==> config.mk <==
export PLATFORM = sky130hd
export DESIGN_NAME = core_top
export DESIGN_NICKNAME = d
export VERILOG_FILES = /design/src/hw/core_pkg.sv /design/src/hw/core_top.sv /design/src/hw/pll_reconfig_seq.sv /design/src/hw/datatable_poller.sv /design/src/hw/slot_state.sv /design/src/hw/bridge_read_mux.sv
export SDC_FILE = /design/constraint.sdc
export NUM_CORES = 1
export LEC_CHECK = 0
export BUFFER_PORTS_ARGS = -buffer_cell sky130_fd_sc_hd__buf_2
export CAP_MARGIN = 20
export CORE_ASPECT_RATIO = 0.75
export CORE_MARGIN = 10
export CORE_UTILIZATION = 37
export CTS_BUF_LIST = sky130_fd_sc_hd__clkbuf_16
export DETAILED_ROUTE_END_ITERATION = 6
export GPL_ROUTABILITY_DRIVEN = 0
export PLACE_DENSITY = 0.88
export SLEW_MARGIN = 20
export SYNTH_ARGS = -nofsm -noshare
export SYNTH_HDL_FRONTEND = slang
export SYNTH_SLANG_ARGS = --single-unit
==> constraint.sdc <==
create_clock -name clk_74a -period 1.7 [get_ports clk_74a]
set_input_delay 0.255 -clock clk_74a [delete_from_list [all_inputs] [get_ports clk_74a]]
set_output_delay 0.255 -clock clk_74a [all_outputs]
set_load 0.02 [all_outputs]
==> src/hw/core_pkg.sv <==
//////////////////////////////////////////////////////////////////////
// shared types for the host clock domain control logic
// bridge region codes, data-table entries, poll phases
// PLL reconfiguration write tables for NTSC and PAL
//////////////////////////////////////////////////////////////////////

`default_nettype none

package core_pkg;

  // bridge, data-table and PLL config data are all one word
  typedef logic [31:0] word_t;
  typedef logic [9:0]  table_addr_t;
  typedef logic [5:0]  cfg_addr_t;
  // save RAM size code from the ROM header
  typedef logic [3:0]  sram_size_t;
  typedef logic [2:0]  poll_phase_t;
  typedef logic [3:0]  pll_step_t;

  //////////////////////////////////////////////////////////////////////
  // bridge address map

  // compared with addr[31:28]
  localparam logic [3:0] save_region = 4'h2;
  // compared with addr[31:24]
  localparam logic [7:0] cmd_region = 8'hf8;

  //////////////////////////////////////////////////////////////////////
  // data table

  // length of data slot 1 (slot index, not id)
  localparam table_addr_t rom_size_entry = 10'd1;
  // size field of data slot 1
  localparam table_addr_t sram_size_entry = 10'd3;
  // bytes per size step, code 0 means no save RAM
  localparam int unsigned sram_size_unit = 1024;
  // phases 5..7 write, phase 4 captures the read
  localparam poll_phase_t poll_write_phase = 3'd5;
  localparam poll_phase_t poll_capture_phase = 3'd4;

  //////////////////////////////////////////////////////////////////////
  // PLL reconfiguration

  localparam int unsigned pll_write_count = 8;

  // mode, fractional M, C0..C3, M counter, start
  localparam cfg_addr_t pll_addr_table [pll_write_count] = '{
    6'd0, 6'd7, 6'd5, 6'd5, 6'd5, 6'd5, 6'd4, 6'd2
  };

  // mem 85.909, main 21.477 MHz
  localparam word_t pll_ntsc_table [pll_write_count] = '{
    32'd0, 32'd425937894, 32'h020403, 32'h040e0e,
    32'h081c1c, 32'h0c1c1c, 32'h00404, 32'd0
  };

  // mem 85.125, main 21.281 MHz
  localparam word_t pll_pal_table [pll_write_count] = '{
    32'd0, 32'd737741702, 32'h000404, 32'h041010,
    32'h082020, 32'h0c2020, 32'h20504, 32'd0
  };

endpackage

`default_nettype wire
==> src/hw/core_top.sv <==
//////////////////////////////////////////////////////////////////////
// host clock domain control top level
// bridge read mux, slot flags, data-table poll, PLL reconfig
//////////////////////////////////////////////////////////////////////

`timescale 1ns/1ps
`default_nettype none

module core_top (
  input  wire clk_74a,
  input  wire pll_core_locked,

  // bridge read path
  input  wire core_pkg::word_t       bridge_addr,
  input  wire core_pkg::word_t       cmd_rd_data,
  input  wire core_pkg::word_t       save_rd_data,
  output wire core_pkg::word_t       bridge_rd_data,

  // data-slot strobes from the command bridge
  input  wire dataslot_requestread,
  input  wire dataslot_requestwrite,
  input  wire dataslot_allcomplete,
  output wire ioctl_download,
  output wire save_download,

  // data-table port
  input  wire core_pkg::word_t       datatable_q,
  input  wire core_pkg::sram_size_t  sram_size,
  output wire core_pkg::table_addr_t datatable_addr,
  output wire datatable_wren,
  output wire core_pkg::word_t       datatable_data,
  output wire core_pkg::word_t       rom_file_size,

  // PLL config port
  input  wire pal,
  input  wire cfg_waitrequest,
  output wire cfg_write,
  output wire core_pkg::cfg_addr_t   cfg_address,
  output wire core_pkg::word_t       cfg_data
);

  // read data steering, combinational
  bridge_read_mux u_bridge_read_mux (
    .bridge_addr    (bridge_addr),
    .cmd_rd_data    (cmd_rd_data),
    .save_rd_data   (save_rd_data),
    .bridge_rd_data (bridge_rd_data)
  );

  // ROM and save transfer flags
  slot_state u_slot_state (
    .clk_74a               (clk_74a),
    .pll_core_locked       (pll_core_locked),
    .dataslot_requestread  (dataslot_requestread),
    .dataslot_requestwrite (dataslot_requestwrite),
    .dataslot_allcomplete  (dataslot_allcomplete),
    .ioctl_download        (ioctl_download),
    .save_download         (save_download)
  );

  // table port shared between ROM length and save size
  datatable_poller u_datatable_poller (
    .clk_74a         (clk_74a),
    .pll_core_locked (pll_core_locked),
    .datatable_q     (datatable_q),
    .sram_size       (sram_size),
    .datatable_addr  (datatable_addr),
    .datatable_wren  (datatable_wren),
    .datatable_data  (datatable_data),
    .rom_file_size   (rom_file_size)
  );

  // NTSC / PAL clock switch
  pll_reconfig_seq u_pll_reconfig_seq (
    .clk_74a         (clk_74a),
    .pll_core_locked (pll_core_locked),
    .pal             (pal),
    .cfg_waitrequest (cfg_waitrequest),
    .cfg_write       (cfg_write),
    .cfg_address     (cfg_address),
    .cfg_data        (cfg_data)
  );

endmodule

`default_nettype wire

==> src/hw/pll_reconfig_seq.sv <==
//////////////////////////////////////////////////////////////////////
// PLL reconfiguration sequencer
// syncs the PAL flag, restarts on each video standard change
// walks the eight-entry write table under waitrequest
//////////////////////////////////////////////////////////////////////

`timescale 1ns/1ps
`default_nettype none

module pll_reconfig_seq (
  input  wire  clk_74a,
  input  wire  pll_core_locked,
  input  wire  pal,
  input  wire  cfg_waitrequest,
  output logic                  cfg_write,
  output core_pkg::cfg_addr_t   cfg_address,
  output core_pkg::word_t       cfg_data
);

  import core_pkg::*;

  //////////////////////////////////////////////////////////////////////
  // PAL flag synchronizer

  // two stages; a mismatch between them marks a change
  logic pal_meta;
  logic pal_sync;
  logic pal_change;

  assign pal_change = (pal_meta != pal_sync);

  //////////////////////////////////////////////////////////////////////
  // step counter

  // 0 is idle, odd steps issue a write, even steps are gaps
  pll_step_t   step;
  logic [2:0]  table_idx;
  logic        issue;

  // (step - 1) / 2 for odd steps
  assign table_idx = step[3:1];
  assign issue     = step[0] & ~cfg_waitrequest;

  always_ff @(posedge clk_74a or negedge pll_core_locked) begin
    if (!pll_core_locked) begin
      pal_meta  <= 1'b0;
      pal_sync  <= 1'b0;
      step      <= '0;
      cfg_write <= 1'b0;
    end else begin
      pal_meta <= pal;
      pal_sync <= pal_meta;

      // write strobe lasts a single cycle
      cfg_write <= issue;

      // hold everything while the config port stalls
      if (!cfg_waitrequest && step != '0) begin
        // 15 wraps back to idle after the final start write
        step <= step + 4'd1;
      end

      // a new standard restarts from the first write
      if (pal_change) begin
        step <= 4'd1;
      end
    end
  end

  //////////////////////////////////////////////////////////////////////
  // write payload

  always_ff @(posedge clk_74a) begin
    if (issue) begin
      cfg_address <= pll_addr_table[table_idx];
      // synced flag picks the standard
      if (pal_sync) begin
        cfg_data <= pll_pal_table[table_idx];
      end else begin
        cfg_data <= pll_ntsc_table[table_idx];
      end
    end
  end

endmodule

`default_nettype wire

==> src/hw/datatable_poller.sv <==
//////////////////////////////////////////////////////////////////////
// data-table poller
// eight-phase share of the table port
// reads the ROM length, publishes the save RAM size in bytes
//////////////////////////////////////////////////////////////////////

`timescale 1ns/1ps
`default_nettype none

module datatable_poller (
  input  wire  clk_74a,
  input  wire  pll_core_locked,
  input  wire  core_pkg::word_t      datatable_q,
  input  wire  core_pkg::sram_size_t sram_size,
  output core_pkg::table_addr_t      datatable_addr,
  output logic                       datatable_wren,
  output core_pkg::word_t            datatable_data,
  output core_pkg::word_t            rom_file_size
);

  import core_pkg::*;

  // free-running phase, wraps every 8 cycles
  poll_phase_t phase;
  logic        write_phase;
  // save RAM size in bytes
  word_t       sram_bytes;

  assign write_phase = (phase >= poll_write_phase);
  assign sram_bytes  = (sram_size != '0) ? (word_t'(sram_size_unit) << sram_size) : '0;

  always_ff @(posedge clk_74a or negedge pll_core_locked) begin
    if (!pll_core_locked) begin
      phase          <= '0;
      datatable_wren <= 1'b0;
      datatable_addr <= '0;
      rom_file_size  <= '0;
    end else begin
      phase <= phase + 3'd1;

      if (write_phase) begin
        // phases 5..7 write the size entry
        datatable_wren <= 1'b1;
        datatable_addr <= sram_size_entry;
      end else begin
        // rest of the time point at the slot length
        datatable_wren <= 1'b0;
        datatable_addr <= rom_size_entry;
      end

      // table has had a few cycles to return the length
      if (phase == poll_capture_phase) begin
        rom_file_size <= datatable_q;
      end
    end
  end

  // write payload, only meaningful with wren
  always_ff @(posedge clk_74a) begin
    if (write_phase) begin
      datatable_data <= sram_bytes;
    end
  end

endmodule

`default_nettype wire

==> src/hw/slot_state.sv <==
//////////////////////////////////////////////////////////////////////
// data-slot transfer flags
// ioctl_download for ROM loads, save_download for save traffic
//////////////////////////////////////////////////////////////////////

`timescale 1ns/1ps
`default_nettype none

module slot_state (
  input  wire  clk_74a,
  input  wire  pll_core_locked,
  input  wire  dataslot_requestread,
  input  wire  dataslot_requestwrite,
  input  wire  dataslot_allcomplete,
  output logic ioctl_download,
  output logic save_download
);

  // previous allcomplete, for edge detect
  logic allcomplete_prev;
  logic allcomplete_rise;

  assign allcomplete_rise = dataslot_allcomplete & ~allcomplete_prev;

  always_ff @(posedge clk_74a or negedge pll_core_locked) begin
    if (!pll_core_locked) begin
      allcomplete_prev <= 1'b0;
      ioctl_download   <= 1'b0;
      save_download    <= 1'b0;
    end else begin
      allcomplete_prev <= dataslot_allcomplete;

      // host write request means a ROM is coming in
      if (dataslot_requestwrite) begin
        ioctl_download <= 1'b1;
      end else if (dataslot_allcomplete) begin
        ioctl_download <= 1'b0;
      end

      // any request opens the save window
      // only a fresh completion edge closes it
      if (dataslot_requestread || dataslot_requestwrite) begin
        save_download <= 1'b1;
      end else if (allcomplete_rise) begin
        save_download <= 1'b0;
      end
    end
  end

endmodule

`default_nettype wire

==> src/hw/bridge_read_mux.sv <==
//////////////////////////////////////////////////////////////////////
// bridge read data mux
// save region has priority over the command region
//////////////////////////////////////////////////////////////////////

`timescale 1ns/1ps
`default_nettype none

module bridge_read_mux (
  input  wire core_pkg::word_t bridge_addr,
  input  wire core_pkg::word_t cmd_rd_data,
  input  wire core_pkg::word_t save_rd_data,
  output core_pkg::word_t      bridge_rd_data
);

  import core_pkg::*;

  // region hits, decoded from the top address bits
  logic save_hit;
  logic cmd_hit;

  assign save_hit = (bridge_addr[31:28] == save_region);
  assign cmd_hit  = (bridge_addr[31:24] == cmd_region);

  // bridge samples on its own schedule, so no register here
  always_comb begin
    if (save_hit) begin
      bridge_rd_data = save_rd_data;
    end else if (cmd_hit) begin
      bridge_rd_data = cmd_rd_data;
    end else begin
      // unmapped reads return zero
      bridge_rd_data = '0;
    end
  end

endmodule

`default_nettype wire

Word level (Yosys, flattened, before mapping)
Memory sizes are Yosys's and may differ from the RTL's. A register that Yosys moved wholly into a read port is not among the register bits.
Index checks and enable logic that the tools add are counted.
{"block": "totals", "mem_count": 3, "latch_bits": 0, "register_bits": 120, "ram_bits": 0, "rom_bits": 560, "inputBits": 139, "word_cells": 53, "out_inout_bits": 148}
{"memory": "(name not given)", "depth": 8, "width": 32, "read_ports": 1, "rd_ports_with_merged_regs": 0, "write_ports": 0, "line_no": "pll_reconfig_seq.sv:78", "rtl": "cfg_data <= pll_pal_table[table_idx];"}
{"memory": "(name not given)", "depth": 8, "width": 32, "read_ports": 1, "rd_ports_with_merged_regs": 0, "write_ports": 0, "line_no": "pll_reconfig_seq.sv:80", "rtl": "cfg_data <= pll_ntsc_table[table_idx];"}
{"memory": "(name not given)", "depth": 8, "width": 6, "read_ports": 1, "rd_ports_with_merged_regs": 1, "write_ports": 0, "line_no": "pll_reconfig_seq.sv:75", "rtl": "cfg_address <= pll_addr_table[table_idx];"}
{"block": "classes", "n_addsub": 2, "n_lt_le_gt_ge": 2, "bitwise_logic": 5, "mul": 0, "div": 0, "mux": 15, "n_reduce_logical": 8, "shifts": 1, "eq_ne": 4}
{"operator": "two-way mux 32 bit", "n": 7}
{"operator": "left shift 11 x 4 -> 32 bit, first input constant", "n": 1}
{"operator": "== test 8 bit, second input constant", "n": 1}
{"operator": "two-way mux 4 bit", "n": 2}
{"operator": "nonzero test 4 bit", "n": 2}
{"operator": "nonzero test 2 bit", "n": 3}
{"operator": "two-way mux 1 bit", "n": 5}
{"operator": "adder 4 x 1 -> 4 bit, second input constant", "n": 1}
{"operator": "== test 4 x 2 -> 1 bit, second input constant", "n": 1}
{"operator": "greater-or-equal comparator 4 bit, second input constant", "n": 1}
{"operator": "NOT 3 -> 4 bit", "n": 1}
{"operator": "adder 3 x 1 -> 3 bit, second input constant", "n": 1}
{"operator": "== test 3 bit, second input constant", "n": 1}
{"operator": "greater-or-equal comparator 3 bit, second input constant", "n": 1}
{"operator": "bitwise AND 1 bit", "n": 2}
{"operator": "two-way mux 2 bit", "n": 1}
{"operator": "NOT 1 bit", "n": 2}
{"operator": "logical AND 1 bit", "n": 1}
{"operator": "zero test 1 bit", "n": 1}
{"operator": "logical OR 1 bit", "n": 1}
{"operator": "inequality test 1 bit", "n": 1}

Depth between registers and ports, before layout
{"block": "depth", "depth_word": 5, "depth_mapped": 6, "mapped_depth_nobuf": 6}

Hierarchy
A second synthesis with hierarchy kept.
{"block": "unflattened", "cells_unflattened": 308, "area_unflattened_um2": 4095.2}
{"mod": "datatable_poller", "cells_per_inst": 144, "area_each_um2": 2272.2, "seq_area_each_um2": 1406.3, "instances": 1}
{"mod": "pll_reconfig_seq", "cells_per_inst": 115, "area_each_um2": 1337.5, "seq_area_each_um2": 775.7, "instances": 1}
{"mod": "bridge_read_mux", "cells_per_inst": 42, "area_each_um2": 384.1, "seq_area_each_um2": 0.0, "instances": 1}
{"mod": "slot_state", "cells_per_inst": 7, "area_each_um2": 101.3, "seq_area_each_um2": 75.1, "instances": 1}

Worst setup path after synthesis
Ideal clock, no wire load.
{"block": "synth_timing", "path_kind": "register to register", "start": "register u_pll_reconfig_seq.step[0]", "end": "register u_pll_reconfig_seq.cfg_address[0], enable pin", "slack_ns": -0.032, "t_required_ns": 1.302, "arrival_time_ns": 1.334, "period_less_slack_ns": 1.732, "setup_ns": 0.398, "path_buffers": 0, "path_stages_with_launch": 3, "path_cell_list": "dfrtp_1 inv_1 nor2_1"}
{"block": "synth_between", "elab_chain_cells": 1}
{"item": "from (decl)", "line_no": "pll_reconfig_seq.sv:36", "rtl": "pll_step_t step;"}
{"item": "from (signal assigned)", "line_no": "pll_reconfig_seq.sv:60", "rtl": "step <= step + 4'd1;"}
{"item": "bitwise AND 1 bit", "line_no": "pll_reconfig_seq.sv:42", "rtl": "assign issue = step[0] & ~cfg_waitrequest;"}
{"item": "named net u_pll_reconfig_seq.issue", "line_no": "pll_reconfig_seq.sv:38", "rtl": "logic issue;"}
{"item": "to (decl)", "line_no": "pll_reconfig_seq.sv:16", "rtl": "output core_pkg::cfg_addr_t cfg_address,"}
The timed path passes the listed nets, and every way through them passes these cells.
A chain may end at the register's enable or synchronous reset.

Worst setup path after layout
{"block": "layout_timing", "start": "input port bridge_addr[26]", "end": "output port bridge_rd_data[10]"}
{"block": "layout_between", "elab_chain_cells": 3}
{"item": "from (decl)", "line_no": "core_top.sv:14", "rtl": "input wire core_pkg::word_t bridge_addr,"}
{"item": "== test 8 bit", "line_no": "bridge_read_mux.sv:23", "rtl": "assign cmd_hit = (bridge_addr[31:24] == cmd_region);"}
{"item": "two-way mux 32 bit", "line_no": "bridge_read_mux.sv:29", "rtl": "end else if (cmd_hit) begin"}
{"item": "two-way mux 32 bit", "line_no": "bridge_read_mux.sv:27", "rtl": "if (save_hit) begin"}
{"item": "to (decl)", "line_no": "core_top.sv:17", "rtl": "output wire core_pkg::word_t bridge_rd_data,"}
Every way passes these cells.

==> results by group <==
Floorplan
  – Die Y: 109.3 um
  – Die W: 139.0 um
  – Core ar.: 10330 sq um
  – Total Die Area: 15190 sq um
  – Initial Util: 0.3805
  – Cell row count: 32
  – Top-Level Pins: 287

Power and ir drop
  – Clock power frac: 0.388
  – Pint: 3864 uW
  – Pwr/cell area: 977.8 nW/um^2
  – VDD IR max: 0.4468 mV
  – Sequential share of power: 0.433
  – Leakage power: 0.002724 uW
  – Switching power: 1486 uW
  – Sw frac: 0.2777
  – Logic pwr share: 0.180

Detailed routing
  – Drt total wl: 12350 um
  – Vias: 3196
  – 1st-pass router iterations: 4
  – Initial drt markers: 176
  – # DRC: 0
  – Post-route ant nets: 0
  – Via density: 4.686
  – WL/cell: 18.10 um

Worst setup path
  – RR Endpoint: u_pll_reconfig_seq.cfg_data[2]$_DFFE_PP_
  – Critical Path End: bridge_rd_data[10]
  – R2R Setup Slk: 120 ps
  – Reg2Reg Depth: 3
  – CP required: 1440 ps
  – Cell Chain, Critical Path: buf_2, nand4b_1, nor4_4, buf_12, a22o_1, buf_2
  – CP Class: input pin to output pin
  – CP endpoint kind: output pin
  – R2r startpoint: u_pll_reconfig_seq.step[2]$_DFFE_PN0P_
  – Crit start category: input pin
  – Critical Path Max Stage Delay: 230 ps
  – CP most frequent cell: buf_2
  – Worst-path maximum fanout: 32
  – Critical path origin: bridge_addr[26]
  – Critical-path top delay cell: nor4_4
  – Data arrival, critical path: 1390 ps

Cells and area
  – Final net count: 687
  – Share of post-route cells with drive strength above 1: 0.5478
  – FILL cells: 910
  – Fin util: 0.5297
  – Area growth syn-to-layout: 39.22%

Outcome
  – Status: complete, no violations

Logic synthesis
  – Post-synth ARST share: 0.5663
  – Distinct cells, synth: 37
  – Synth Area per Inst: 12.80 sq um
  – Sequential area share after synthesis: 0.5743
  – #FFs+latches synth: 83
  – Prevailing post-synth register cell: dfrtp_1
  – Synth Warn #: 0
  – Mapped Cells: 307
  – Number of synthesized flops with an enable pin: 36
  – Post-Syn Area: 3930 sq um

STA
  – Min cycle time layout: 1642 ps
  – Final period util: 0.9658
  – Slew Viols, Final: 0
  – Setup TNS: 0 ps
  – Hold Fails Final Rpt: 0
  – RSZ-0062 raised after global routing: no
  – Worst Skew: 7.141 ps
  – F_max: 609.1 MHz
  – Final setup vio count: 0

Clocking
  – CTS sink count: 83
  – TritonCTS Buffers: 9
  – Clock Root Buffer: clkbuf_16
  – Post-CTS Repair Setup Buffers: 0
  – H-tree levels: 3
  – CTS tree: built
  – Skew-Pair Late Insertion Delay: 330 ps
  – Clock Pin Slew Worst Setup and Hold Paths: 60 ps
  – Clk buf depth: 2

Min path
  – Min-delay worst type: input pin to flop

Flow run
  – Maxcap violations: 0

Placed design
  – Port bufs: 231
  – DP HPWL: 10390 um

Global route
  – Total gr overflow: 0
  – First-pass GRT wire length: 18450 um
  – Antenna violations before repair: 2
  – Gr usage total: 0.1512
  – Largest net degree at the start of global routing: 33
  – Number of global-route vias before repair: 3552
## power groups by stage
stage                     logic (uW)  clock network [uW]  registers [uW]
final                            961                2070            2310
after floorplan                  471                   0            2510
after global routing            1040                2220            2330
after detailed placement         961                   0            2360
after CTS                        967                2140            2320
after global placement           926                   0            2350
## cells in the final DEF, fill, tap and decap left out, drive strengths merged, types with 2 or more instances in the layout
| master | Yosys | layout |
|---|---|---|
| buf | 56 | 245 |
| dfrtp | 47 | 47 |
| edfxtp | 36 | 36 |
| conb | 2 | 33 |
| a22o | 32 | 32 |
| mux2 | 32 | 32 |
| nand2 | 17 | 17 |
| nor2 | 17 | 17 |
| inv | 11 | 15 |
| clkbuf | 0 | 10 |
| ha | 9 | 9 |
| nor3 | 6 | 6 |
| nand2b | 5 | 5 |
| a21oi | 5 | 5 |
| o21ai | 5 | 5 |
| diode | 0 | 2 |
| nand3 | 2 | 2 |
| mux2i | 2 | 2 |
| o22ai | 2 | 2 |
| xor2 | 2 | 2 |
| and3 | 2 | 2 |
## worst max-delay path, delay by kind of cell
kind	cells	cell delay, ps
and+or+nand+nor	2	450
buffers and inverters	3	490
AOI/OAI and AO/OA	1	180
## through the flow
stage / hold WS, ps / cells / worst slack [ps] / total power (uW) / area (sq um)
after CTS: 20.65 / 680 / 59.16 / 5424 / 5466
after global placement: 166.0 / 663 / 85.44 / 3274 / 5131
after global routing: 21.75 / 682 / 7.390 / 5598 / 5472
final: 35.46 / 682 / 58.15 / 5350 / 5472
after detailed placement: 188.1 / 663 / 75.27 / 3318 / 5131
after floorplan: -40.59 / 338 / 168.3 / 2977 / 4049
## Yosys cell counts, drive strengths merged (2+ instances only)
cell | instances | area (sq um)
buf | 56 | 395.4
conb | 2 | 7.510
dfrtp | 47 | 1176
nand2 | 17 | 63.81
nand2b | 5 | 31.28
a22o | 32 | 280.3
o21ai | 5 | 25.02
xor2 | 2 | 17.52
nand3 | 2 | 10.01
o22ai | 2 | 12.51
mux2i | 2 | 20.02
ha | 9 | 112.6
inv | 11 | 41.29
nor3 | 6 | 30.03
a21oi | 5 | 25.02
and3 | 2 | 12.51
nor2 | 17 | 63.81
edfxtp | 36 | 1081
mux2 | 32 | 360.4
## final cells by class
type	instances	area [sq um]	share of cell area
sequential	83	2257	0.4125
multi-input combinational	188	1364	0.2493
timing repair buffer	246	1309	0.2392
clock buffer	10	250.2	0.04574
tap	136	170.2	0.03110
clock inverter	6	75.07	0.01372
inverter	11	41.29	0.007546
antenna	2	5.005	0.0009147
## kinds of logic (layout without fill, tap and decap cells)
group	after synthesis	in the layout	share of synthesized area
flip-flops	83	83	0.5743
buffers and inverters	67	273	0.1111
AND/OR/NAND/NOR	58	58	0.07578
AO/OA/AOI/OAI	50	50	0.09901
multiplexers	35	35	0.1025
adder cells (fa/ha/maj)	9	9	0.02865
XOR/XNOR	3	3	0.006687
other	2	35	0.001911
## registers in the layout, summed over array words and instances (netlist names)
name,count
u_datatable_poller.rom_file_size,32
u_pll_reconfig_seq.cfg_data,17
u_datatable_poller.datatable_data,16
u_pll_reconfig_seq.step,4
u_datatable_poller.phase,3
u_pll_reconfig_seq.cfg_address,3
u_datatable_poller.datatable_addr,2
u_pll_reconfig_seq.cfg_write,1
u_pll_reconfig_seq.pal_meta,1
u_pll_reconfig_seq.pal_sync,1
u_slot_state.allcomplete_prev,1
u_slot_state.ioctl_download,1
u_slot_state.save_download,1
## metal layers
layer | part of all wire | wire length [um] | vias up | global-route usage
li1 | - | - | 1483 | -
met1 | 0.33 | 4109 | 1528 | 0.1384
met2 | 0.55 | 6808 | 163 | 0.2877
met3 | 0.091 | 1127 | 22 | 0.06864
met4 | 0.025 | 303 | 0 | 0.06538
met5 | 0 | 0 | - | 0
## worst min path at each step
| stage | cells after the start | start | to | slack [ps] |
|---|---|---|---|---|
| floorplan | 0 | pll_core_locked | u_datatable_poller.datatable_addr[0]$_DFF_PN0_ | -40 |
| global placement | 1 | pll_core_locked | u_datatable_poller.rom_file_size[16]$_DFFE_PN0N_ | 170 |
| detailed placement | 1 | pll_core_locked | u_datatable_poller.rom_file_size[18]$_DFFE_PN0N_ | 190 |
| CTS | 1 | pal | u_pll_reconfig_seq.pal_meta$_DFF_PN0_ | 20 |
| global route | 1 | pal | u_pll_reconfig_seq.pal_meta$_DFF_PN0_ | 20 |
| finish | 1 | pal | u_pll_reconfig_seq.pal_meta$_DFF_PN0_ | 40 |
## timing repair
action / CTS / global route
hold buffers: 1 / 0
endpoints found under the setup margin: 0 / 0
resized for setup: 0 / 0
hold endpoints to repair: 14 / 0
No activity file was read; power rests on OpenSTA's default activity.
